==> src/verilog/ex_pkg.sv <==
// execute stage widths and alu, operand select, memory and csr operation codes
package ex_pkg;

  // data and address widths
  localparam int XLEN        = 64;
  localparam int GPR_ADDR_W  = 5;
  localparam int CSR_ADDR_W  = 12;
  localparam int SRAM_ADDR_W = 32;
  localparam int WMASK_W     = 8;

  // alu operations
  localparam int ALU_OP_W = 5;

  localparam logic [ALU_OP_W-1:0] ALU_ADD   = 5'd0;
  localparam logic [ALU_OP_W-1:0] ALU_SUB   = 5'd1;
  localparam logic [ALU_OP_W-1:0] ALU_SLL   = 5'd2;
  localparam logic [ALU_OP_W-1:0] ALU_SLT   = 5'd3;
  localparam logic [ALU_OP_W-1:0] ALU_SLTU  = 5'd4;
  localparam logic [ALU_OP_W-1:0] ALU_XOR   = 5'd5;
  localparam logic [ALU_OP_W-1:0] ALU_SRL   = 5'd6;
  localparam logic [ALU_OP_W-1:0] ALU_SRA   = 5'd7;
  localparam logic [ALU_OP_W-1:0] ALU_OR    = 5'd8;
  localparam logic [ALU_OP_W-1:0] ALU_AND   = 5'd9;
  localparam logic [ALU_OP_W-1:0] ALU_PASSB = 5'd10; // lui

  // operand one select
  localparam logic SRC1_RS1 = 1'b0;
  localparam logic SRC1_PC  = 1'b1;

  // operand two select
  localparam int SRC2_SEL_W = 2;

  localparam logic [SRC2_SEL_W-1:0] SRC2_RS2  = 2'd0;
  localparam logic [SRC2_SEL_W-1:0] SRC2_IMM  = 2'd1;
  localparam logic [SRC2_SEL_W-1:0] SRC2_FOUR = 2'd2; // link address

  // memory access size, store sizes first
  localparam int MEM_OP_W = 3;

  localparam logic [MEM_OP_W-1:0] MEM_B  = 3'd0;
  localparam logic [MEM_OP_W-1:0] MEM_H  = 3'd1;
  localparam logic [MEM_OP_W-1:0] MEM_W  = 3'd2;
  localparam logic [MEM_OP_W-1:0] MEM_D  = 3'd3;
  localparam logic [MEM_OP_W-1:0] MEM_BU = 3'd4; // unsigned loads, passed on
  localparam logic [MEM_OP_W-1:0] MEM_HU = 3'd5;
  localparam logic [MEM_OP_W-1:0] MEM_WU = 3'd6;

  // csr operations
  localparam int CSR_OP_W = 3;

  localparam logic [CSR_OP_W-1:0] CSR_NONE = 3'd0;
  localparam logic [CSR_OP_W-1:0] CSR_RW   = 3'd1;
  localparam logic [CSR_OP_W-1:0] CSR_RS   = 3'd2;
  localparam logic [CSR_OP_W-1:0] CSR_RC   = 3'd3;
  localparam logic [CSR_OP_W-1:0] CSR_RWI  = 3'd4;
  localparam logic [CSR_OP_W-1:0] CSR_RSI  = 3'd5;
  localparam logic [CSR_OP_W-1:0] CSR_RCI  = 3'd6;

endpackage

==> src/verilog/ex_store_align.sv <==
// store byte mask and write data lane placement
`timescale 1ns/1ps

module ex_store_align import ex_pkg::*; (
  input  logic [MEM_OP_W-1:0] i_mem_op,
  input  logic [2:0]          i_addr_low,
  input  logic [XLEN-1:0]     i_rs2_data,
  input  logic                i_check_en,   // sram write strobe
  output logic [WMASK_W-1:0]  o_wmask,
  output logic [XLEN-1:0]     o_wdata
);

  logic [WMASK_W-1:0] base_mask;
  logic [XLEN-1:0]    base_data;
  logic [2:0]         align_bits;   // offset bits that must be zero

  always_comb begin
    case (i_mem_op)
      MEM_B: begin
        base_mask  = 8'h01;
        base_data  = {56'b0, i_rs2_data[7:0]};
        align_bits = 3'b000;
      end
      MEM_H: begin
        base_mask  = 8'h03;
        base_data  = {48'b0, i_rs2_data[15:0]};
        align_bits = 3'b001;
      end
      MEM_W: begin
        base_mask  = 8'h0f;
        base_data  = {32'b0, i_rs2_data[31:0]};
        align_bits = 3'b011;
      end
      MEM_D: begin
        base_mask  = 8'hff;
        base_data  = i_rs2_data;
        align_bits = 3'b111;
      end
      MEM_BU, MEM_HU, MEM_WU: begin  // loads only
        base_mask  = '0;
        base_data  = '0;
        align_bits = 3'b000;
      end
      default: begin
        base_mask  = '0;
        base_data  = '0;
        align_bits = 3'b000;
      end
    endcase
  end

  assign o_wmask = base_mask << i_addr_low;
  assign o_wdata = base_data << {i_addr_low, 3'b000};

  // no misalign trap here, the address must come in aligned
  always_comb begin
    if (i_check_en) begin
      a_store_align: assert final ((i_addr_low & align_bits) == 3'b000)
        else $error("ex_store_align: misaligned store, op %0d offset %0d",
                    i_mem_op, i_addr_low);
    end
  end

endmodule

==> config.mk <==
export PLATFORM = sky130hd
export DESIGN_NAME = ex_store_align
export DESIGN_NICKNAME = d
export VERILOG_FILES = /design/src/verilog/ex_pkg.sv /design/src/verilog/ex_store_align.sv
export SDC_FILE = /design/constraint.sdc
export NUM_CORES = 1
export LEC_CHECK = 0
export BUFFER_PORTS_ARGS = -buffer_cell sky130_fd_sc_hd__buf_2
export CAP_MARGIN = 30
export CORE_UTILIZATION = 40
export DETAILED_ROUTE_END_ITERATION = 16
export PLACE_DENSITY = 0.89
export SLEW_MARGIN = 40
export SYNTH_ARGS = -nofsm -noshare
export SYNTH_HDL_FRONTEND = slang
export SYNTH_SLANG_ARGS = --single-unit
==> constraint.sdc <==
create_clock -name vclk -period 2.56
set_clock_uncertainty 0.1 [all_clocks]
set_input_delay 0.128 -clock vclk [all_inputs]
set_output_delay 0.128 -clock vclk [all_outputs]
set_load 0.005 [all_outputs]
# ---- Yosys cells after proc, flatten, opt, wreduce, memory -nomap -nowiden
# Cells that the tools add are included.
dict set report totals {
  elab_cells 8
  ramBits 0
  latch_bits 0
  output_inout_bits 72
  memories 0
  inputBits 71
  ff_bits 0
  mem_bits_ro 0
}
dict set report op_classes {
  n_div 0
  reduce_logical 1
  shift 2
  bitwise 0
  multipliers 0
  magnitude_cmp 0
  n_mux 2
  n_addsub 0
  eq_ne 3
}
# cell n
set ops {}
lappend ops {{$pmux W64 S4} 1}
lappend ops {{$shl A64 B6 Y64} 1}
lappend ops {{$pmux W8 S4} 1}
lappend ops {{$shl A8 B3 Y8} 1}
lappend ops {{$eq A3 B2 Y1 const B} 2}
lappend ops {{$eq A3 B1 Y1 const B} 1}
lappend ops {{$logic_not A3 Y1} 1}

# ---- Longest topological paths before layout
dict set report depth {
  word_depth 3
  ltp_mapped 7
  mapped_depth_nobuf 4
}

# ---- Worst setup path before layout
# No wires, ideal clock.
dict set report synth_path {
  path_type {input-to-output}
  startpoint {input port i_addr_low[0]}
  endpoint {output port o_wdata[56]}
  t_arrival_ns 1.329
  stages 5
  path_buffers 2
  setup_slack_ns 1.003
  path_cell_list {clkbuf_1 buf_1 mux2_2 a311oi_1 a21oi_1}
}
dict set report synth_between {
  elab_chain_len 1
}
# item line_no
set synth_lines {}
lappend synth_lines {{from (decl)} ex_store_align.sv:6} ;# input logic [2:0] i_addr_low,
lappend synth_lines {{$shl A64 B6 Y64} ex_store_align.sv:53} ;# assign o_wdata = base_data << {i_addr_low, 3'b000};
lappend synth_lines {{to (decl)} ex_store_align.sv:10} ;# output logic [XLEN-1:0] o_wdata
# Every way passes these cells.

# ---- Final worst setup path
dict set report layout_path {
  startpoint {input port i_addr_low[1]}
  endpoint {output port o_wdata[37]}
}
# Same word-level chain as after synthesis.

==> impl_metrics.env <==
export IMPL_yosysTopAreaCell="mux2i_1"
export IMPL_core_area_mm2=0.004848
export IMPL_setup_tns_ns=0
export IMPL_netlist_area_mm2=0.002062
export IMPL_drc=0
export IMPL_whs_path_depth=3
export IMPL_ios=143
export IMPL_hp_class="input port to output pin"
export IMPL_ys_warn_count=0
export IMPL_dr_pass1_iters=5
export IMPL_worstPathRequired_ns=2.33
export IMPL_cp_max_fo=10
export IMPL_grt_pass1_wl_mm=12.66
export IMPL_mostFrequentLayoutCell="buf_2"
export IMPL_fmax_mhz=485.5
export IMPL_path_delay_family="simple AND/OR/NAND/NOR gates"
export IMPL_fp_dieArea_mm2=0.005446
export IMPL_antenna_cells=0
export IMPL_nNetsFinal=517
export IMPL_syn2layout_area_growth_pct=34.59
export IMPL_status="complete, no violations"
export IMPL_vdd_drop_max_uv=72.12
export IMPL_yosys_cell_types_count=34
export IMPL_critPathMostFrequentCell="buf_2"
export IMPL_hold_path_end="o_wdata[36]"
export IMPL_final_area_mm2=0.002775
export IMPL_die_height_um=73.80
export IMPL_cts_resized=0
export IMPL_syn_avg_cell_area_um2=6.230
export IMPL_regArea_um2=0
export IMPL_track_usage_pct=28.95
export IMPL_rsz0062_at_grt="false"
export IMPL_fillers=503
export IMPL_clkbuf_count=0
export IMPL_nFlopsAndLatches=0
export IMPL_wl_per_cell_um=16.24
export IMPL_syn_instance_count=331
export IMPL_multiInputGateArea_mm2=0.001862
export IMPL_die_x_um=73.80
export IMPL_period_minus_slack_ns=2.060
export IMPL_placed_area_mm2=0.002775
export IMPL_port_buffers=142
export IMPL_setup_violations=0
export IMPL_p_leak_nw=1.466
export IMPL_mostFrequentLayoutCells="buf_2 (141), nor2_1 (48), nand2_1 (29), mux2i_1 (25), a21oi_1 (19)"
export IMPL_relSlewSlack_pct=55.99
export IMPL_hold_start="i_rs2_data[4]"
export IMPL_slew_violations=0
export IMPL_path_class="input port to output pin"
export IMPL_grt_max_degree=43
export IMPL_drtIter0Drc=351
export IMPL_gp_congestion=0.9384
export IMPL_start_util_pct=42.53
export IMPL_via_count=3013
export IMPL_cp_arrival_ns=1.83
export IMPL_path_cells="buf_2 > or3b_1 > or2_0 > o22ai_1 > a21o_1 > buf_2"
export IMPL_fin_crit_sh_pct=80.45
export IMPL_synth_nets=402
export IMPL_grt_pass1_vias=2513
export IMPL_start_kind="input port"
export IMPL_routed_via_density=5.896
export IMPL_layout_drive_gt1_share_pct=39.19
export IMPL_postCtsSetupBuffers=0
export IMPL_hold_buffers=0
export IMPL_core_rowCount=25
export IMPL_synth_area_leaders="mux2i_1 (12%), mux2_2 (9.3%), nor2_1 (8.7%)"
export IMPL_grt_ovfl_total=0
export IMPL_worst_path_buf_inv=2
export IMPL_maxCapViolCount=0
export IMPL_hold_viol=0
export IMPL_cellPowerDensity_mw_per_mm2=163.4
export IMPL_postRouteAntennaNets=0
export IMPL_max_stage_delay_ns=0.56
export IMPL_ys_seq_area_share_pct=0
export IMPL_antenna_found_initial=0
export IMPL_critical_path_slowest_cell="or3b_1"
export IMPL_wl_mm=8.298
export IMPL_yosysTopAreaCellShare_pct=12.14
export IMPL_crit_path_end_kind="output pin"
export IMPL_startpoint="i_addr_low[1]"
export IMPL_tightest_slew_ns=0.6588
export IMPL_place_hpwl_mm=6.461
[worst min-delay path: stages]
cell and delay, ns:
buf_2 0.11, a21o_1 0.10, buf_2 0.10
[power breakdown]
group / switching [mW] / total, mW / internal (mW) / leakage, nW
clock: 0 / 0 / 0 / 0
combinational: 0.251 / 0.454 / 0.203 / 1.47
sequential: 0 / 0 / 0 / 0
[through the flow]
step                hold WS, ns  total power [mW]  util (%)  cells  setup slack [ns]
global placement         0.4691            0.4395     57.24    511            0.5464
CTS                      0.4632            0.4463     57.24    511            0.5278
floorplan                0.2541            0.2698         -    331             1.003
detailed placement       0.4615            0.4445     57.24    511            0.5281
finish                   0.4658            0.4536     57.24    511            0.5004
global route             0.4969            0.4932     57.24    511            0.4227
[per-layer routing]
| metal | part of all wire [%] | GRT usage (%) |
|---|---|---|
| met5 | 0 | 0 |
| met4 | 0.53 | 2.778 |
| met3 | 9.6 | 2.195 |
| met2 | 45 | 44.34 |
| met1 | 45 | 44.77 |
[worst max path at each step]
stage,endpoint,slack [ns],cells after the start
2_1_floorplan,o_wdata[56],1.00,5
3_3_place_gp,o_wdata[37],0.55,6
3_5_place_dp,o_wdata[7],0.53,6
4_1_cts,o_wdata[7],0.53,6
5_1_grt,o_wdata[40],0.42,8
6_report,o_wdata[37],0.50,6
[cell usage after synthesis, drive strengths merged]
library cell,number
a2111oi,1
a211oi,1
a21o,9
a21oi,19
a221o,5
a22oi,12
a2bb2oi,8
a311oi,8
and2,9
and3b,1
buf,21
clkbuf,19
inv,9
mux2,17
mux2i,25
nand2,29
nand4b,1
nand4bb,1
nor2,48
nor2b,11
nor3,16
nor3b,2
o21a,10
o21ai,17
o221ai,8
o22ai,8
o31a,8
o31ai,3
or2,3
or3,1
or3b,1
[kinds of logic (layout without fill, tap and decap cells)]
kind of cell	after synthesis	in the layout	synth area share [%]
multiplexers	42	42	21.42
AND/OR/NAND/NOR	123	123	28.52
AO/OA/AOI/OAI	117	117	40.35
buffers and inverters	49	162	9.709
[area by class of cell]
| class | count | share of cell area [%] |
|---|---|---|
| Timing Repair Buffer | 153 | 28.67 |
| Tap cell | 67 | 3.021 |
| Multi-Input combinational cell | 282 | 67.09 |
| Inverter | 9 | 1.217 |
Note: power is estimated with default switching activity, not from simulation.
