File: config.mk
export PLATFORM = sky130hd
export DESIGN_NAME = ex_csr_alu
export DESIGN_NICKNAME = d
export VERILOG_FILES = /design/src/verilog/ex_pkg.sv /design/src/verilog/ex_csr_alu.sv
export SDC_FILE = /design/constraint.sdc
export NUM_CORES = 1
export LEC_CHECK = 0
export ABC_CLOCK_PERIOD_IN_PS = 1400
export BUFFER_PORTS_ARGS = -buffer_cell sky130_fd_sc_hd__buf_4
export CAP_MARGIN = 5
export CORE_AREA = 4 4 97 99
export DETAILED_ROUTE_END_ITERATION = 6
export DIE_AREA = 0 0 101 103
export PLACE_DENSITY_LB_ADDON = 0.08
export SLEW_MARGIN = 20
export SYNTH_ARGS = -nofsm -noshare
export SYNTH_HDL_FRONTEND = slang
export SYNTH_SLANG_ARGS = --single-unit
File: constraint.sdc
create_clock -name vclk -period 1.4
set_clock_uncertainty 0.2 [all_clocks]
set_input_delay 0.14 -clock vclk [all_inputs]
set_output_delay 0.14 -clock vclk [all_outputs]
set_load 0.03 [all_outputs]
File: src/verilog/ex_pkg.sv
// execute stage widths and alu, operand select, memory and csr operation codes
package ex_pkg;

  // data and address widths
  localparam int XLEN        = 64;
  localparam int GPR_ADDR_W  = 5;
  localparam int CSR_ADDR_W  = 12;
  localparam int SRAM_ADDR_W = 32;
  localparam int WMASK_W     = 8;

  // alu operations
  localparam int ALU_OP_W = 5;

  localparam logic [ALU_OP_W-1:0] ALU_ADD   = 5'd0;
  localparam logic [ALU_OP_W-1:0] ALU_SUB   = 5'd1;
  localparam logic [ALU_OP_W-1:0] ALU_SLL   = 5'd2;
  localparam logic [ALU_OP_W-1:0] ALU_SLT   = 5'd3;
  localparam logic [ALU_OP_W-1:0] ALU_SLTU  = 5'd4;
  localparam logic [ALU_OP_W-1:0] ALU_XOR   = 5'd5;
  localparam logic [ALU_OP_W-1:0] ALU_SRL   = 5'd6;
  localparam logic [ALU_OP_W-1:0] ALU_SRA   = 5'd7;
  localparam logic [ALU_OP_W-1:0] ALU_OR    = 5'd8;
  localparam logic [ALU_OP_W-1:0] ALU_AND   = 5'd9;
  localparam logic [ALU_OP_W-1:0] ALU_PASSB = 5'd10; // lui

  // operand one select
  localparam logic SRC1_RS1 = 1'b0;
  localparam logic SRC1_PC  = 1'b1;

  // operand two select
  localparam int SRC2_SEL_W = 2;

  localparam logic [SRC2_SEL_W-1:0] SRC2_RS2  = 2'd0;
  localparam logic [SRC2_SEL_W-1:0] SRC2_IMM  = 2'd1;
  localparam logic [SRC2_SEL_W-1:0] SRC2_FOUR = 2'd2; // link address

  // memory access size, store sizes first
  localparam int MEM_OP_W = 3;

  localparam logic [MEM_OP_W-1:0] MEM_B  = 3'd0;
  localparam logic [MEM_OP_W-1:0] MEM_H  = 3'd1;
  localparam logic [MEM_OP_W-1:0] MEM_W  = 3'd2;
  localparam logic [MEM_OP_W-1:0] MEM_D  = 3'd3;
  localparam logic [MEM_OP_W-1:0] MEM_BU = 3'd4; // unsigned loads, passed on
  localparam logic [MEM_OP_W-1:0] MEM_HU = 3'd5;
  localparam logic [MEM_OP_W-1:0] MEM_WU = 3'd6;

  // csr operations
  localparam int CSR_OP_W = 3;

  localparam logic [CSR_OP_W-1:0] CSR_NONE = 3'd0;
  localparam logic [CSR_OP_W-1:0] CSR_RW   = 3'd1;
  localparam logic [CSR_OP_W-1:0] CSR_RS   = 3'd2;
  localparam logic [CSR_OP_W-1:0] CSR_RC   = 3'd3;
  localparam logic [CSR_OP_W-1:0] CSR_RWI  = 3'd4;
  localparam logic [CSR_OP_W-1:0] CSR_RSI  = 3'd5;
  localparam logic [CSR_OP_W-1:0] CSR_RCI  = 3'd6;

endpackage

File: src/verilog/ex_csr_alu.sv
// csr write value for register and immediate forms
`timescale 1ns/1ps

module ex_csr_alu import ex_pkg::*; (
  input  logic [CSR_OP_W-1:0] i_csr_op,
  input  logic [XLEN-1:0]     i_csr_rdata,
  input  logic [XLEN-1:0]     i_rs1_data,
  input  logic [XLEN-1:0]     i_imm,
  output logic [XLEN-1:0]     o_csr_result
);

  logic            imm_form;
  logic [XLEN-1:0] src;

  assign imm_form = (i_csr_op == CSR_RWI) || (i_csr_op == CSR_RSI) ||
                    (i_csr_op == CSR_RCI);

  // uimm sits in the low five immediate bits
  assign src = imm_form ? {{(XLEN-5){1'b0}}, i_imm[4:0]} : i_rs1_data;

  always_comb begin
    case (i_csr_op)
      CSR_RW, CSR_RWI: o_csr_result = src;
      CSR_RS, CSR_RSI: o_csr_result = i_csr_rdata | src;
      CSR_RC, CSR_RCI: o_csr_result = i_csr_rdata & ~src;
      CSR_NONE:        o_csr_result = i_csr_rdata;
      default:         o_csr_result = i_csr_rdata;
    endcase
  end

endmodule

# Word-level counts from Yosys, hierarchy flattened
# Index checks and enable logic that the tools add are counted.
[totals]
ram_bits = 0
out_inout_bits = 64
latch_bits = 0
wordCells = 16
romBits = 0
inputBits = 195
memories = 0
regBits = 0
[classes]
n_lt_le_gt_ge = 0
n_div = 0
n_eq_ne = 6
bitwise_logic = 3
n_shift = 0
multipliers = 0
n_mux = 2
n_addsub = 0
reduce_logical = 5
[op_table]
columns = ["op", "count"]
rows = [
  ["one-hot mux 64 bit (3 select lines)", 1],
  ["bitwise AND 64 bit", 1],
  ["2-to-1 mux 64 bit", 1],
  ["NOT 64 bit", 1],
  ["bitwise OR 64 bit", 1],
  ["equality test 3 bit (second input constant)", 3],
  ["equality test 3 x 2 -> 1 bit (second input constant)", 2],
  ["OR reduction 2 bit", 3],
  ["equality test 3 x 1 -> 1 bit (second input constant)", 1],
  ["logical OR 1 bit", 2],
]

# Depth between registers and ports, before layout
# Gate-level depths: netlist (run 1).
[logic_depth]
depth_word = 7
depth_mapped = 6
depth_no_buf = 3

# Worst setup path after synthesis (run 1)
# No wires, ideal clock.
[synth_timing]
kind = "input to output"
startpoint = "in i_csr_op[1]"
endpoint = "out o_csr_result[37]"
path_buffers = 3
arrival_ps = 1200
path_slack_ps = -140
cell_stages = 5
path_cell_list = "buf_4 -> nor2_2 -> buf_4 -> buf_6 -> a221oi_2"
[synth_via]
elab_chain_len = 7
word_cells_on_any_way = 16
cone_classes = "eq/ne (6); mux (2); bitwise (3); reduce/logical (5)"
[synth_rtl]
columns = ["item", "line", "source"]
rows = [
  ["start, declared", "ex_csr_alu.sv:5", "input logic [CSR_OP_W-1:0] i_csr_op,"],
  ["equality test 3 bit", "ex_csr_alu.sv:15, ex_csr_alu.sv:22", ""],
  ["logical OR 1 bit (2 in series)", "ex_csr_alu.sv:15", "assign imm_form = (i_csr_op == CSR_RWI) || (i_csr_op == CSR_RSI) ||"],
  ["2-to-1 mux 64 bit", "ex_csr_alu.sv:19", "assign src = imm_form ? {{(XLEN-5){1'b0}}, i_imm[4:0]} : i_rs1_data;"],
  ["NOT 64 bit", "ex_csr_alu.sv:25", "CSR_RC, CSR_RCI: o_csr_result = i_csr_rdata & ~src;"],
  ["bitwise AND 64 bit", "ex_csr_alu.sv:25", ""],
  ["one-hot mux 64 bit (3 select lines) *", "ex_csr_alu.sv:22", "case (i_csr_op)"],
  ["end, declared", "ex_csr_alu.sv:9", "output logic [XLEN-1:0] o_csr_result"],
]
# Mark *: on every way between the ends. The rest lies on a longest branch, timed or not.

# Final worst setup path (run 1)
[layout_timing]
startpoint = "in i_csr_op[2]"
endpoint = "out o_csr_result[26]"
# The elaborated chain is that of the path after synthesis.

==> flow_summary_export.csv, run 1 <==
group,metric,value,unit
outcome,outcome,"finished, violations left",
outcome,violations,"negative setup slack",
timing,worst_slack,-0.0605,ns
synth,syn_area_per_cell,8.03,sq um
timing,slew_viol_final,0,
finish,area_delta_synth_final,151,%
power,totalPowerFinal,2.85,mW
placement,dp_cells,620,
grt,grt_start_max_net_pins,24,
critical_path,start_kind,"primary input",
synth,ys_seq_area_share,0,%
grt,track_usage,19.9,%
drt,wl_per_cell,18.3,um
timing,final.period_utilization,104,%
critical_path,critPathMaxFanout,8,
die,dieArea,0.0104,sq mm
power,powerDensity,462,mW/mm^2
finish,drive_gt1_share,73.6,%
finish,flops_and_latches,0,
placement,dpl.hpwl,8160,um
placement,io_buffers,200,
grt,antenna_found_initial,0,
synth,synth_commonest_cells,"nand2_1 (69), xnor2_1 (60), a21oi_1 (59), a221oi_2 (59), buf_2 (15)",
finish,diodes,0,
drt,vias,3351,
synth,syn-cell-area,0.00246,sq mm
synth,synth_area_leader_cell,"a221oi_2",
timing,period_minus_slack,1.46,ns
timing,setup_viol,63,
drt,drt_pass1_iterations,4,
critical_path,critPathRequiredTime,1.06,ns
critical_path,end_kind,"output port",
timing,tns,-1.83,ns
die,floorplan.initialDensity,28.8,%
finish,final_area,0.00618,sq mm
synth,synth_most_common_cell,"nand2_1",
synth,synth_top_area_share,36.0,%
grt,grt_pass1_wl,17200,um
grt,grt_pass1_vias,3447,
synth,synth_cells,306,
timing,fmax,0.685,GHz
die,die_width,101,um
synth,syn_nets,501,
finish,clkbuf_count,0,
die,design.core.area,0.00855,sq mm
timing,rsz0062_at_grt,"true",
drt,drc,0,
die,core.rowCount,34,
critical_path,critPathArrivalTime,1.12,ns
timing,hold_viol,0,
power,ir_drop,0.267,mV
power,p_leak,2.46,nW
finish,finalNetCount,732,
placement,dpl_cell_area,0.00508,sq mm
finish,instances_no_fill,643,
die,die-height,103,um
synth,ys_warn_count,0,
critical_path,path_class,"in2out",
die,io_pins,259,
drt,viasPerCell,5.21,
drt,drtIter0Drc,30,
placement,place_ws,-0.263,ns
grt,overflow,0,
placement,place_congestion,0.722,
timing,relSlewSlack,77.0,%
synth,synthTopCellsByArea,"a221oi_2 (36%), xnor2_1 (21%), a21oi_1 (12%), nand2_1 (11%), buf_6 (5.0%)",
timing,worst_pin_slew,0.343,ns
min_path,hold_path_class,"in2out",
drt,drtAntennaViolNets,0,
flow_run,max_cap_violations,0,
synth,ys_types,18,
finish,seq_area,0,sq um
drt,wl,11700,um
## what timing repair did
action,CTS,global route
setup endpoints to repair,64,64
buffers inserted,10,0
resized for setup,137,45
pin swaps,14,36
cloned,7,7
endpoints found under the hold margin,0,0
hold buffers,0,0
## report_power, final
group / internal, mW / switching, mW / total [mW]
Combinational: 1.44 / 1.41 / 2.85
Clock: 0 / 0 / 0
Sequential: 0 / 0 / 0
Total: 1.44 / 1.41 / 2.85
## metrics by stage
stage / util (%) / hold WS (ns)
after floorplan: - / 0.269
final: 72.3 / 0.452
after global placement: 59.4 / 0.458
after CTS: 68.1 / 0.454
after global routing: 72.3 / 0.456
after detailed placement: 59.4 / 0.468
## layout make-up
cell class	instances	area, sq um
Multi-Input combinational cell	270	3160
Tap cell	108	135
Inverter	1	30.0
Fill cell	607	2370
Timing Repair Buffer	264	2860
## layer usage
layer	wire (um)	up-vias	GRT usage [%]	part of all wire [%]
met5	0	-	0	0
met4	120	0	1.53	1.0
met3	834	10	4.33	7.1
met2	6500	110	38.4	55
met1	4300	1598	23.5	37
li1	-	1633	-	-
## critical path, cell delays in order
cell and delay [ns]:
buf_12 0.13, clkinv_16 0.07, buf_8 0.11, clkbuf_16 0.15, nand2_2 0.06, a221oi_4 0.28, buf_6 0.17
## path summary, 6_finish.rpt
check / from / end / slack, ns / depth (start not counted)
hold / removal: i_csr_rdata[4] / o_csr_result[4] / 0.45 / 4
setup / recovery: i_csr_op[2] / o_csr_result[26] / -0.06 / 7
## cells in the final DEF, fill, tap and decap left out, types with 3 or more instances in the layout
cell | synthesis | routed
buf_8 | 1 | 5
nand2_1 | 69 | 31
nand2_4 | 0 | 10
o211ai_1 | 4 | 4
nand2_2 | 0 | 28
mux2_4 | 0 | 4
buf_6 | 11 | 72
buf_12 | 0 | 23
clkbuf_16 | 0 | 7
a2bb2oi_2 | 0 | 3
buf_16 | 0 | 8
xnor2_1 | 60 | 59
a21oi_1 | 59 | 45
a21oi_2 | 0 | 14
a221oi_4 | 0 | 59
buf_4 | 8 | 149
a22oi_2 | 1 | 5
## cell families (layout without fill, tap and decap cells)
| group | after synthesis | count (layout) | share of synthesized area, % |
|---|---|---|---|
| AOI/OAI and AO/OA | 133 | 133 | 53.3 |
| xor gates and xnor gates | 60 | 60 | 21.4 |
| buffers and inverters | 36 | 265 | 11.4 |
| muxes | 5 | 5 | 2.29 |
| and+or+nand+nor | 72 | 72 | 11.7 |
(Power assumes the default switching activity.)
==> run 2: changes to the inputs <==
--- a/config.mk
+++ b/config.mk
@@ -5,7 +5,7 @@
 export SDC_FILE = /design/constraint.sdc
 export NUM_CORES = 1
 export LEC_CHECK = 0
-export ABC_CLOCK_PERIOD_IN_PS = 1400
+export ABC_CLOCK_PERIOD_IN_PS = 1500
 export BUFFER_PORTS_ARGS = -buffer_cell sky130_fd_sc_hd__buf_4
 export CAP_MARGIN = 5
 export CORE_AREA = 4 4 97 99
==> constraint.sdc (replaced) <==
create_clock -name vclk -period 1.5
set_clock_uncertainty 0.2 [all_clocks]
set_input_delay 0.075 -clock vclk [all_inputs]
set_output_delay 0.075 -clock vclk [all_outputs]
set_load 0.03 [all_outputs]
==> run 2 against run 1 <==
Against the previous run:
- the run now ends clean
- count of clock-buffer cells in the layout stayed put
- final area is 34% lower
- cell count is 7.5% lower
- hold slack worse by 0.13 ns
- utilization is 25 points lower
- setup slack better by 0.12 ns
- total power is 37% lower
- global-route usage is 4.4 points lower
- critical endpoint is now o_csr_result[5]
- largest cell class unchanged
==> flow_summary_export.csv, run 2 (synthesized netlist as in run 1, its figures left out) <==
group,metric,value,unit
outcome,outcome,"finished, final reports clean",
finish,seq_area,0,sq um
drt,drtAntennaViolNets,0,
timing,setup_viol,0,
finish,instances_no_fill,595,
critical_path,critPathRequiredTime,1.22,ns
grt,grt_start_max_net_pins,58,
critical_path,end_kind,"output port",
finish,multi_input_area,0.00218,sq mm
placement,dpl_cell_area,0.00404,sq mm
finish,final_common_cell,"buf_4",
finish,flops_and_latches,0,
die,design.core.area,0.00855,sq mm
critical_path,start_kind,"primary input",
critical_path,critPathMaxFanout,28,
timing,period_minus_slack,1.44,ns
placement,io_buffers,200,
min_path,hold_path_class,"in2out",
timing,worst_slack,0.0636,ns
critical_path,path_cells,"buf_4 > nor2b_4 > buf_6 > a221oi_2 > buf_4",
die,core.rowCount,34,
placement,place_ws,0.0586,ns
timing,fmax,0.696,GHz
grt,antenna_found_initial,0,
finish,final_area,0.00406,sq mm
drt,wl,9280,um
critical_path,critPathArrivalTime,1.16,ns
finish,clkbuf_count,0,
finish,fillers,869,
timing,final.period_utilization,95.8,%
placement,dpl.hpwl,7150,um
drt,drt_pass1_iterations,4,
die,io_pins,259,
grt,grt_pass1_vias,2935,
finish,layout_common_cells,"buf_4 (207), nand2_1 (69), xnor2_1 (60), a21oi_1 (59), a221oi_2 (59)",
power,p_leak,1.74,nW
grt,grt_pass1_wl,13700,um
timing,hold_viol,0,
power,ir_drop,0.188,mV
critical_path,critPathSlowestCell,"buf_6",
finish,diodes,0,
critical_path,path_class,"in2out",
critical_path,critPathMaxStageDelay,0.37,ns
timing,worst_pin_slew,0.395,ns
finish,drive_gt1_share,57.5,%
drt,wl_per_cell,15.6,um
drt,vias,3044,
drt,drc,0,
timing,rsz0062_at_grt,"false",
timing,relSlewSlack,73.6,%
die,dieArea,0.0104,sq mm
die,die-height,103,um
flow_run,max_cap_violations,0,
cts,hold_buffers,0,
power,powerDensity,442,mW/mm^2
drt,drtIter0Drc,68,
finish,post-route-util,47.4,%
placement,dp_cells,594,
timing,slew_viol_final,0,
finish,area_delta_synth_final,64.9,%
grt,overflow,0,
placement,place_congestion,0.749,
critical_path,cpMostUsedCell,"buf_4",
finish,finalNetCount,684,
die,die_width,101,um
drt,viasPerCell,5.12,
timing,tns,0,ns
grt,track_usage,15.6,%
die,floorplan.initialDensity,28.8,%
==> run 2: cell types whose count changed in the layout (fill, tap and decap cells not counted), moves of 10 or more <==
cell / change
nand2_1: +38
buf_6: -71
a21oi_1: +14
buf_12: -16
a221oi_2: +59
a21oi_2: -14
a221oi_4: -59
buf_4: +58
nand2_2: -28
nand2_4: -10
==> run 2: report_power, final <==
group	total (mW)	leakage, nW	switching, mW	internal (mW)
Clock	0	0	0	0
Combinational	1.79	1.74	0.967	0.827
Sequential	0	0	0	0
Total	1.79	1.74	0.967	0.827
==> run 2: path summary, 6_finish.rpt <==
path | from | endpoint | slack [ns] | cells after the start
hold / removal | i_csr_rdata[4] | o_csr_result[4] | 0.32 | 4
setup / recovery | i_csr_op[0] | o_csr_result[5] | 0.06 | 5
==> run 2: stage by stage <==
| step | hold WS (ns) | total power, mW |
|---|---|---|
| 2_1_floorplan | 0.139 | 1.09 |
| 3_5_place_dp | 0.316 | 1.80 |
| 3_3_place_gp | 0.317 | 1.77 |
| 6_report | 0.317 | 1.79 |
| 5_1_grt | 0.336 | 1.93 |
| 4_1_cts | 0.320 | 1.81 |
==> run 2: final cells by class <==
class / instances / share of cell area [%]
timing repair buffer: 216 / 42.7
multi-input combinational: 270 / 53.8
inverter: 1 / 0.154
tap: 108 / 3.33
==> run 2: what timing repair did <==
| action | in CTS | in global routing |
|---|---|---|
| endpoints found under the setup margin | 0 | 13 |
| setup buffers | 0 | 0 |
| gates resized for setup | 0 | 2 |
==> run 2: routing by layer <==
metal	track usage (%)	wire (um)
met5	0	0
met4	1.64	124
met3	4.40	924
met2	29.4	4770
met1	18.1	3470
==> run 2: critical path, delay by kind of cell <==
family                 cells  cell delay, ns
buffers and inverters      3            0.72
AND/OR/NAND/NOR            1            0.23
AO/OA/AOI/OAI              1            0.11
