===== config.mk =====
export PLATFORM = sky130hd
export DESIGN_NAME = ex_stage_ctrl
export DESIGN_NICKNAME = d
export VERILOG_FILES = /design/src/verilog/ex_pkg.sv /design/src/verilog/ex_stage_ctrl.sv
export SDC_FILE = /design/constraint.sdc
export NUM_CORES = 1
export LEC_CHECK = 0
export BUFFER_PORTS_ARGS = -buffer_cell sky130_fd_sc_hd__buf_2
export CAP_MARGIN = 5
export CORE_AREA = 3 3 382 384
export DETAILED_ROUTE_END_ITERATION = 10
export DIE_AREA = 0 0 385 387
export GPL_TIMING_DRIVEN = 1
export PLACE_DENSITY = 0.3
export SETUP_SLACK_MARGIN = 0.3
export SYNTH_ARGS = -nofsm -noshare
export SYNTH_HDL_FRONTEND = slang
export SYNTH_SLANG_ARGS = --single-unit
export TNS_END_PERCENT = 5

===== constraint.sdc =====
create_clock -name i_clk -period 10 [get_ports i_clk]
set_input_delay 1.5 -clock i_clk [delete_from_list [all_inputs] [get_ports i_clk]]
set_output_delay 1.5 -clock i_clk [all_outputs]
set_load 0.01 [all_outputs]

===== src/verilog/ex_pkg.sv =====
// execute stage widths and alu, operand select, memory and csr operation codes
package ex_pkg;

  // data and address widths
  localparam int XLEN        = 64;
  localparam int GPR_ADDR_W  = 5;
  localparam int CSR_ADDR_W  = 12;
  localparam int SRAM_ADDR_W = 32;
  localparam int WMASK_W     = 8;

  // alu operations
  localparam int ALU_OP_W = 5;

  localparam logic [ALU_OP_W-1:0] ALU_ADD   = 5'd0;
  localparam logic [ALU_OP_W-1:0] ALU_SUB   = 5'd1;
  localparam logic [ALU_OP_W-1:0] ALU_SLL   = 5'd2;
  localparam logic [ALU_OP_W-1:0] ALU_SLT   = 5'd3;
  localparam logic [ALU_OP_W-1:0] ALU_SLTU  = 5'd4;
  localparam logic [ALU_OP_W-1:0] ALU_XOR   = 5'd5;
  localparam logic [ALU_OP_W-1:0] ALU_SRL   = 5'd6;
  localparam logic [ALU_OP_W-1:0] ALU_SRA   = 5'd7;
  localparam logic [ALU_OP_W-1:0] ALU_OR    = 5'd8;
  localparam logic [ALU_OP_W-1:0] ALU_AND   = 5'd9;
  localparam logic [ALU_OP_W-1:0] ALU_PASSB = 5'd10; // lui

  // operand one select
  localparam logic SRC1_RS1 = 1'b0;
  localparam logic SRC1_PC  = 1'b1;

  // operand two select
  localparam int SRC2_SEL_W = 2;

  localparam logic [SRC2_SEL_W-1:0] SRC2_RS2  = 2'd0;
  localparam logic [SRC2_SEL_W-1:0] SRC2_IMM  = 2'd1;
  localparam logic [SRC2_SEL_W-1:0] SRC2_FOUR = 2'd2; // link address

  // memory access size, store sizes first
  localparam int MEM_OP_W = 3;

  localparam logic [MEM_OP_W-1:0] MEM_B  = 3'd0;
  localparam logic [MEM_OP_W-1:0] MEM_H  = 3'd1;
  localparam logic [MEM_OP_W-1:0] MEM_W  = 3'd2;
  localparam logic [MEM_OP_W-1:0] MEM_D  = 3'd3;
  localparam logic [MEM_OP_W-1:0] MEM_BU = 3'd4; // unsigned loads, passed on
  localparam logic [MEM_OP_W-1:0] MEM_HU = 3'd5;
  localparam logic [MEM_OP_W-1:0] MEM_WU = 3'd6;

  // csr operations
  localparam int CSR_OP_W = 3;

  localparam logic [CSR_OP_W-1:0] CSR_NONE = 3'd0;
  localparam logic [CSR_OP_W-1:0] CSR_RW   = 3'd1;
  localparam logic [CSR_OP_W-1:0] CSR_RS   = 3'd2;
  localparam logic [CSR_OP_W-1:0] CSR_RC   = 3'd3;
  localparam logic [CSR_OP_W-1:0] CSR_RWI  = 3'd4;
  localparam logic [CSR_OP_W-1:0] CSR_RSI  = 3'd5;
  localparam logic [CSR_OP_W-1:0] CSR_RCI  = 3'd6;

endpackage


===== src/verilog/ex_stage_ctrl.sv =====
// execute stage control: valid bit, allowin, field registers, sram strobes, bypass masks
`timescale 1ns/1ps

module ex_stage_ctrl import ex_pkg::*; (
  input  logic                   i_clk,
  input  logic                   i_arst_n,
  input  logic                   i_ms_allowin,
  output logic                   o_es_allowin,
  // from decode
  input  logic                   i_ds_valid,
  input  logic [XLEN-1:0]        i_rs1_data,
  input  logic [XLEN-1:0]        i_rs2_data,
  input  logic [XLEN-1:0]        i_csr_rdata,
  input  logic [XLEN-1:0]        i_imm,
  input  logic [XLEN-1:0]        i_pc,
  input  logic                   i_src1_sel,
  input  logic [SRC2_SEL_W-1:0]  i_src2_sel,
  input  logic                   i_word_cut,
  input  logic [ALU_OP_W-1:0]    i_alu_op,
  input  logic [GPR_ADDR_W-1:0]  i_rd,
  input  logic [CSR_ADDR_W-1:0]  i_csr,
  input  logic                   i_gpr_wen,
  input  logic                   i_csr_wen,
  input  logic                   i_mem_ren,
  input  logic                   i_mem_wen,
  input  logic [MEM_OP_W-1:0]    i_mem_op,
  input  logic                   i_csr_inst_sel,
  input  logic [CSR_OP_W-1:0]    i_csr_op,
  // results from the datapath
  input  logic [XLEN-1:0]        i_alu_result,
  input  logic [XLEN-1:0]        i_csr_result,
  // to memory stage
  output logic                   o_ms_valid,
  output logic [GPR_ADDR_W-1:0]  o_ms_rd,
  output logic [CSR_ADDR_W-1:0]  o_ms_csr,
  output logic                   o_ms_gpr_wen,
  output logic                   o_ms_csr_wen,
  output logic                   o_ms_mem_ren,
  output logic [MEM_OP_W-1:0]    o_ms_mem_op,
  output logic                   o_ms_csr_inst_sel,
  output logic [XLEN-1:0]        o_ms_csr_rdata,
  // registered operands and controls for the datapath
  output logic [XLEN-1:0]        o_rs1_data,
  output logic [XLEN-1:0]        o_rs2_data,
  output logic [XLEN-1:0]        o_imm,
  output logic [XLEN-1:0]        o_pc,
  output logic                   o_src1_sel,
  output logic [SRC2_SEL_W-1:0]  o_src2_sel,
  output logic                   o_word_cut,
  output logic [ALU_OP_W-1:0]    o_alu_op,
  output logic [CSR_OP_W-1:0]    o_csr_op,
  // sram strobes
  output logic                   o_sram_ren,
  output logic                   o_sram_wen,
  // bypass to decode
  output logic [GPR_ADDR_W-1:0]  o_byp_rd,
  output logic [XLEN-1:0]        o_byp_rd_data,
  output logic [CSR_ADDR_W-1:0]  o_byp_csr,
  output logic [XLEN-1:0]        o_byp_csr_data
);

  logic r_valid;
  logic r_mem_wen;
  logic accept;
  logic leave;

  // ready_go is always high, results are combinational
  assign o_es_allowin = !r_valid || i_ms_allowin;
  assign o_ms_valid   = r_valid;
  assign accept       = i_ds_valid && o_es_allowin;
  assign leave        = r_valid && i_ms_allowin;

  always_ff @(posedge i_clk or negedge i_arst_n) begin
    if (!i_arst_n) begin
      r_valid      <= 1'b0;
      r_mem_wen    <= 1'b0;
      o_ms_gpr_wen <= 1'b0;
      o_ms_csr_wen <= 1'b0;
      o_ms_mem_ren <= 1'b0;
    end else begin
      if (o_es_allowin) begin
        r_valid <= i_ds_valid;
      end
      if (accept) begin
        r_mem_wen    <= i_mem_wen;
        o_ms_gpr_wen <= i_gpr_wen;
        o_ms_csr_wen <= i_csr_wen;
        o_ms_mem_ren <= i_mem_ren;
      end
    end
  end

  always_ff @(posedge i_clk) begin
    if (accept) begin
      o_rs1_data        <= i_rs1_data;
      o_rs2_data        <= i_rs2_data;
      o_ms_csr_rdata    <= i_csr_rdata;
      o_imm             <= i_imm;
      o_pc              <= i_pc;
      o_src1_sel        <= i_src1_sel;
      o_src2_sel        <= i_src2_sel;
      o_word_cut        <= i_word_cut;
      o_alu_op          <= i_alu_op;
      o_ms_rd           <= i_rd;
      o_ms_csr          <= i_csr;
      o_ms_mem_op       <= i_mem_op;
      o_ms_csr_inst_sel <= i_csr_inst_sel;
      o_csr_op          <= i_csr_op;
    end
  end

  // one request per memory instruction, issued as it leaves
  assign o_sram_ren = leave && o_ms_mem_ren;
  assign o_sram_wen = leave && r_mem_wen;

  assign o_byp_rd       = (r_valid && o_ms_gpr_wen) ? o_ms_rd : '0;
  assign o_byp_rd_data  = (r_valid && o_ms_gpr_wen) ? i_alu_result : '0;
  assign o_byp_csr      = (r_valid && o_ms_csr_wen) ? o_ms_csr : '0;
  assign o_byp_csr_data = (r_valid && o_ms_csr_wen) ? i_csr_result : '0;

  a_sram_excl: assert property (@(posedge i_clk) disable iff (!i_arst_n)
    !(o_sram_ren && o_sram_wen));

  // stalled item keeps every field until memory takes it
  a_hold: assert property (@(posedge i_clk) disable iff (!i_arst_n)
    (r_valid && !i_ms_allowin) |=> r_valid && $stable({o_rs1_data, o_rs2_data,
      o_ms_csr_rdata, o_imm, o_pc, o_src1_sel, o_src2_sel, o_word_cut, o_alu_op,
      o_ms_rd, o_ms_csr, o_ms_mem_op, o_ms_csr_inst_sel, o_csr_op, r_mem_wen,
      o_ms_gpr_wen, o_ms_csr_wen, o_ms_mem_ren}));

endmodule


## After elaboration in Yosys (flattened, before gate mapping)

Cells that the tools add are included.

- Register bits: 358
- Latch bits: 0
- Memory bits (writable): 0
- Memory bits (read-only): 0
- Input bits: 489
- Output and inout bits: 505
- Logic and storage cells: 31
- Memories: 0

- Add/subtract/negate cells: 0
- Multiply operators: 0
- Div/mod/pow operators: 0
- Order comparisons: 0
- Equality and inequality tests: 0
- Shift-type cells: 0
- Multiplexer cells: 4
- Bitwise operators: 0
- Reduce and logical (&&, ||, !) cells: 8

Operator list:

| operator | number |
|---|---|
| 2-to-1 mux 64 bit | 2 |
| 2-to-1 mux 12 bit | 1 |
| logical AND 1 bit | 6 |
| 2-to-1 mux 5 bit | 1 |
| zero test 1 bit | 1 |
| logical OR 1 bit | 1 |

## Logic depth before layout (Yosys ltp)

Gate-level depths: netlist of run 1.

- Word-level depth: 3
- Gate-level depth with buffers: 3

## Worst setup path before layout of run 1

Ideal clock, no wire load.

- Kind: input-to-reg
- Start: input i_ms_allowin
- End: register o_alu_op[0] (enable)
- Arrival: 8,576 ps
- Path slack: 720 ps
- Cell stages on the path: 3
- Cells stage by stage: nand2b_2 -> nand2_4 -> inv_1

- Longest elaborated chain between the ends: 2

RTL lines:

| what | RTL line | RTL |
|---|---|---|
| start: declaration | ex_stage_ctrl.sv:7 | `input logic i_ms_allowin,` |
| logical OR 1 bit | ex_stage_ctrl.sv:68 | `assign o_es_allowin = !r_valid \|\| i_ms_allowin;` |
| logical AND 1 bit | ex_stage_ctrl.sv:70 | `assign accept = i_ds_valid && o_es_allowin;` |
| named net accept | ex_stage_ctrl.sv:64 | `logic accept;` |
| end signal: assignment | ex_stage_ctrl.sv:103 | `o_alu_op <= i_alu_op;` |
| end: declaration | ex_stage_ctrl.sv:50 | `output logic [ALU_OP_W-1:0] o_alu_op,` |

The timed path passes the listed nets, and every way through them passes these cells.
A chain may end at the register's enable or synchronous reset.

## Final worst setup path of run 1

- Start: register r_valid (netlist: o_ms_valid)
- End: output o_byp_rd_data[45]

- Longest elaborated chain between the ends: 2

RTL lines:

| what | RTL line | RTL |
|---|---|---|
| start: declaration | ex_stage_ctrl.sv:62 | `logic r_valid;` |
| start signal: assignment | ex_stage_ctrl.sv:82 | `r_valid <= i_ds_valid;` |
| logical AND 1 bit | ex_stage_ctrl.sv:117 | `assign o_byp_rd_data = (r_valid && o_ms_gpr_wen) ? i_alu_result : '0;` |
| 2-to-1 mux 64 bit | ex_stage_ctrl.sv:117 |  |
| end: declaration | ex_stage_ctrl.sv:57 | `output logic [XLEN-1:0] o_byp_rd_data,` |

Every way passes these cells.

==> results of run 1 <==
==> where the power goes <==
part	internal [mW]	leakage, nW	switching (mW)
sequential	1.75	3.42	0.0572
clock	1.06	0.764	0.722
combinational	0.179	4.94	0.293
total	2.99	9.12	1.07
==> logic make-up after synthesis <==
kind of cell,count (synthesis)
buf+inv,32
flops,358
mux,4
simple gates,150
==> cell type report <==
| cell class | instances | area share, % |
|---|---|---|
| Multi-Input combinational cell | 154 | 4.76 |
| Tap cell | 1903 | 11.4 |
| Clock buffer | 59 | 6.07 |
| Antenna cell | 39 | 0.469 |
| Inverter | 1 | 0.0541 |
| Clock inverter | 26 | 1.59 |
| Sequential cell | 358 | 51.5 |
| Timing Repair Buffer | 999 | 24.1 |
==> stage by stage <==
| stage | utilization, % | std cells | power (mW) | worst slack [ns] | hold slack, ns |
|---|---|---|---|---|---|
| after detailed placement | 13.4 | 3415 | 2.34 | 5.64 | 0.527 |
| final | 14.5 | 3539 | 4.06 | 5.75 | 0.547 |
| after floorplan | - | 544 | 2.00 | 0.720 | 0.472 |
| after global routing | 14.5 | 3509 | 4.25 | 5.53 | 0.567 |
| after global placement | 13.4 | 3415 | 2.33 | 5.68 | 0.513 |
| after CTS | 14.5 | 3500 | 4.18 | 5.59 | 0.548 |
==> routing by layer <==
| metal | global-route usage (%) | vias to the layer above | part of all wire [%] |
|---|---|---|---|
| met3 | 6.30 | 165 | 12 |
| met2 | 19.5 | 580 | 49 |
| met5 | 0 | - | 0.63 |
| met4 | 2.40 | 86 | 1.8 |
| met1 | 12.4 | 4883 | 36 |
| li1 | - | 4261 | - |
==> worst max-delay path: cells and delay by family, from the launching register on <==
family,cells,cell delay [ns]
buffers and inverters,2,0.92
flip-flops,1,0.73
AND/OR/NAND/NOR,1,0.35
==> flip-flops by register name, summed over array words and instances (netlist names) <==
signal / count
o_ms_rd: 5
o_ms_mem_op: 3
o_ms_csr_rdata: 64
o_pc: 64
o_src2_sel: 2
o_ms_mem_ren: 1
o_ms_csr: 12
o_rs2_data: 64
o_alu_op: 5
o_src1_sel: 1
o_ms_gpr_wen: 1
o_ms_csr_inst_sel: 1
o_ms_valid: 1
r_mem_wen: 1
o_word_cut: 1
o_imm: 64
o_csr_op: 3
o_rs1_data: 64
o_ms_csr_wen: 1
==> worst paths after layout <==
path	slack [ns]	from	end	cells after the start
worst max-delay path	5.75	o_ms_valid	o_byp_rd_data[45]	3
worst min-delay path	0.55	r_mem_wen	r_mem_wen	1
worst max register to register	6.61	o_ms_valid	o_rs2_data[45]	5
worst min register to register	0.55	r_mem_wen	r_mem_wen	1
max in group asynchronous	9.18	i_arst_n	o_ms_valid	1
min in group asynchronous	0.66	i_arst_n	o_ms_gpr_wen	1
==> cell usage after synthesis (all sizes together) <==
library cell / n
and3: 147
dfrtp: 5
nand2: 1
clkbuf: 12
inv: 1
nand2b: 2
buf: 19
mux2: 4
edfxtp: 353
==> layout by cell type, fill, tap and decap left out <==
| cell | Yosys | layout |
|---|---|---|
| edfxtp_1 | 353 | 353 |
| and3_1 | 147 | 147 |
| nand2_4 | 1 | 1 |
| clkbuf_16 | 0 | 49 |
| inv_16 | 0 | 1 |
| clkbuf_1 | 11 | 10 |
| inv_8 | 0 | 1 |
| diode_2 | 0 | 39 |
| dfrtp_1 | 5 | 2 |
| buf_2 | 3 | 993 |
| clkinv_1 | 0 | 6 |
| dfrtp_4 | 0 | 1 |
| bufinv_16 | 0 | 6 |
| inv_6 | 0 | 2 |
| buf_4 | 5 | 6 |
| nand2b_1 | 1 | 1 |
| clkinv_2 | 0 | 6 |
| mux2_2 | 4 | 4 |
| clkinvlp_4 | 0 | 4 |
| nand2b_2 | 1 | 1 |
| clkinv_16 | 0 | 1 |
| dfrtp_2 | 0 | 2 |
==> flow_summary.toml, run 1 <==
[status]
status = "completed"

[synth]
syn_inst = 544
ys_seq_area_share_pct = 89.5
synth_area_sq_um = 12000
synthAdderAreaFrac_pct = 0
synth_cell_types = 14
synth-compound-area-share_pct = 0
yosysTopAreaCellShare_pct = 88.5
synth_area_per_cell_sq_um = 22.0
synth_largest_area_cell = "edfxtp_1"
synth_xor_area_share_pct = 0
yosys.area_share.simple_pct = 7.90
synth.net_count = 1033
synth-seq-cells = 358
synth_top_family_by_area = "simple AND/OR/NAND/NOR gates"
synthTopCellsByArea = "edfxtp_1 (88%), and3_1 (7.7%), buf_8 (1.3%), dfrtp_1 (1.0%), mux2_2 (0.38%)"
synth_warnings = 0
synth_mux_area_share_pct = 0.376

[timing]
setup_tns_ns = 0
worst_pin_slew_ns = 1.15
final_hold_viol_count = 0
period_needed_ns = 4.25
finClkSkew_ns = 0.0341
rsz0062_at_grt = "no"
drv_slew = 0
period_share_pct = 42.5
fmax_mhz = 235
relSlewSlack_pct = 23.4
setup_viol = 0

[global_route]
grt_pass1_wl_mm = 112
grtUsageTotal_pct = 11.5
grt_start_max_net_pins = 98
antenna_found_initial = 103
grt_overflow = 0
first_global_vias = 10500

[cells_and_area]
fin_nets = 2052
drive_gt1_share_pct = 67.5
post-route-cell-area_sq_um = 20800
multiInputGateArea_sq_um = 991
synthToLayoutAreaGrowth_pct = 73.8
seqCellArea_sq_um = 10700
fillers = 16100

[floorplan]
start_util_pct = 8.37
pin_count = 994
die_x_um = 385
num_rows = 139
die_area_sq_um = 149000
coreArea_sq_um = 143000
die_height_um = 387

[placed_design]
hpwlAfterDp_mm = 76.9
postPlaceCellArea_sq_um = 19100
port_buffers = 993
gp_congestion = 0.866

[worst_setup_path]
critPathLaunchType = "flip-flop"
worstPathArrival_ns = 2.75
worstPathMaxFanout = 97
criticalPathCategory = "flip-flop to output port"
crit_chain = "buf_4 > and3_1 > buf_2"
cp.required_ns = 8.50
cp-end-kind = "output port"
slowest_delay_ns = 0.73
cp_slowest_cell = "dfrtp_4"

[cts]
cts_tree = "built"
cts_resized = 0
cts_buffers = 49
cts.clk_slew.worst_paths_ns = 0.06
cts_hold_buf = 0
clk_latency_ns = 0.63
htreeDepth = 2
cts.path.max_buffers = 3
root_buffer = "clkbuf_16"
cts.sink_count = 358
cts_setup_buffers = 0

[detailed_routing]
vias = 9975
ant_nets = 0
dr.pass1.iters = 4
viasPerCell = 2.82
drt_iter0_markers = 505
avgRoutedWirePerCell_um = 25.3
post-route-drc-count = 0
wirelength_mm = 89.5

[power_and_ir_drop]
ir_worst_vdd_v = 0.000122
cellLeakagePower_nw = 9.12
p_per_area_nw_per_um2 = 195

[job]
cap_violations = 0

[hold_path]
min-delay-path-class = "flip-flop to flip-flop"
Note: power is estimated with default switching activity, not from simulation.
==> run 2, diff against run 1 <==
==> constraint.sdc (replaced) <==
create_clock -name i_clk -period 4.1 [get_ports i_clk]
set_input_delay 0.615 -clock i_clk [delete_from_list [all_inputs] [get_ports i_clk]]
set_output_delay 0.615 -clock i_clk [all_outputs]
set_load 0.01 [all_outputs]
==> flow_summary.toml, run 2 (synthesis gave the netlist of run 1 again) <==
[status]
status = "completed"

[worst_setup_path]
critPathBufInv = 2
criticalPathCategory = "flip-flop to output port"
regToRegSetupSlack_ns = 1.57
cp-end-kind = "output port"
cp.required_ns = 3.48
worstPathMaxFanout = 148
cp_slowest_cell = "buf_4"
worstPathArrival_ns = 2.53
slowest_delay_ns = 0.89
crit_chain = "buf_4 > and3_1 > buf_2"
critPathLaunchType = "flip-flop"
crit_family = "buffers and inverters"

[floorplan]
die_height_um = 387
coreArea_sq_um = 143000
die_x_um = 385
die_area_sq_um = 149000
num_rows = 139
start_util_pct = 8.37
pin_count = 994

[cts]
cts_setup_buffers = 0
clk_latency_ns = 0.62
htreeDepth = 2
cts_tree = "built"
cts.clk_slew.worst_paths_ns = 0.06
cts.path.max_buffers = 3
root_buffer = "clkbuf_16"
cts.sink_count = 358
cts_buffers = 47

[timing]
final_hold_viol_count = 0
finClkSkew_ns = 0.0192
rsz0062_at_grt = "no"
setup_viol = 0
period_needed_ns = 3.15
fmax_mhz = 318
relSlewSlack_pct = 15.4
worst_pin_slew_ns = 1.27
drv_slew = 0
period_share_pct = 76.8
whs_ns = 0.171

[cells_and_area]
fin_nets = 2052
drive_gt1_share_pct = 67.2
final_cell_mix = "buf_2 (993), edfxtp_1 (353), and3_1 (147)"
multiInputGateArea_sq_um = 996
fillers = 16100
seqCellArea_sq_um = 10700
post-route-cell-area_sq_um = 20800
final_common_cell = "buf_2"
synthToLayoutAreaGrowth_pct = 73.6

[detailed_routing]
viasPerCell = 2.90
drt_iter0_markers = 718
avgRoutedWirePerCell_um = 25.3
dr.pass1.iters = 5
post-route-drc-count = 0
wirelength_mm = 89.4
ant_nets = 0
vias = 10200

[power_and_ir_drop]
cellLeakagePower_nw = 9.11
ir_worst_vdd_v = 0.000278
p_per_area_nw_per_um2 = 472
power_mw = 9.81

[job]
cap_violations = 0

[hold_path]
min-delay-path-class = "primary input to flip-flop"

[placed_design]
postPlaceCellArea_sq_um = 19200
port_buffers = 993
hpwlAfterDp_mm = 76.7
gp_congestion = 0.945

[global_route]
grt_overflow = 0
met1_usage_pct = 13.2
grt_start_max_net_pins = 149
antenna_found_initial = 86
grtUsageTotal_pct = 11.3
first_global_vias = 10400
grt_pass1_wl_mm = 112
busiest_layer = "met2"
grtUsageMet3_pct = 4.85
use_met2_pct = 19.5
## run 2: report_power, final
part | internal (mW) | switching, mW
clock network | 2.52 | 1.71
registers | 4.28 | 0.150
logic | 0.443 | 0.719
## run 2: area by class of cell
| cell class | count | area share, % |
|---|---|---|
| flip-flops and latches | 358 | 51.6 |
| clock inverters | 27 | 1.55 |
| inverters | 1 | 0.0361 |
| repair buffers | 1001 | 24.3 |
| diodes | 28 | 0.337 |
| multi-input cells | 154 | 4.79 |
| clock buffers | 56 | 5.92 |
| well taps | 1903 | 11.4 |
## run 2: path summary, 6_finish.rpt
| path | end | cells after the start | startpoint |
|---|---|---|---|
| max in group asynchronous | o_ms_valid | 2 | i_arst_n |
| max | o_byp_rd_data[44] | 3 | o_ms_valid |
| min in group asynchronous | o_ms_csr_wen | 2 | i_arst_n |
| max reg2reg | o_imm[26] | 5 | o_ms_valid |
| min | o_ms_csr_inst_sel | 1 | i_csr_inst_sel |
| min reg2reg | r_mem_wen | 1 | r_mem_wen |
## run 2: metrics by stage
step                TNS (ns)  utilization [%]  setup WS, ns  std cells
detailed placement         0             13.4          1.23       3416
floorplan            -863.96                -         -2.45        544
finish                     0             14.5         0.951       3528
CTS                        0             14.5         0.921       3500
global route               0             14.5         0.806       3503
global placement           0             13.4          1.31       3416
## run 2: per-layer routing
metal | part of all wire, % | wire length [um]
met1 | 38 | 34100
met2 | 49 | 43900
met3 | 11 | 9560
met4 | 1.6 | 1410
met5 | 0.46 | 407
## run 2: repair_timing
item / 4_1_cts / 5_1_grt
resized for setup: 0 / 0
hold endpoints to repair: 5 / 0
hold buffers: 1 / 0
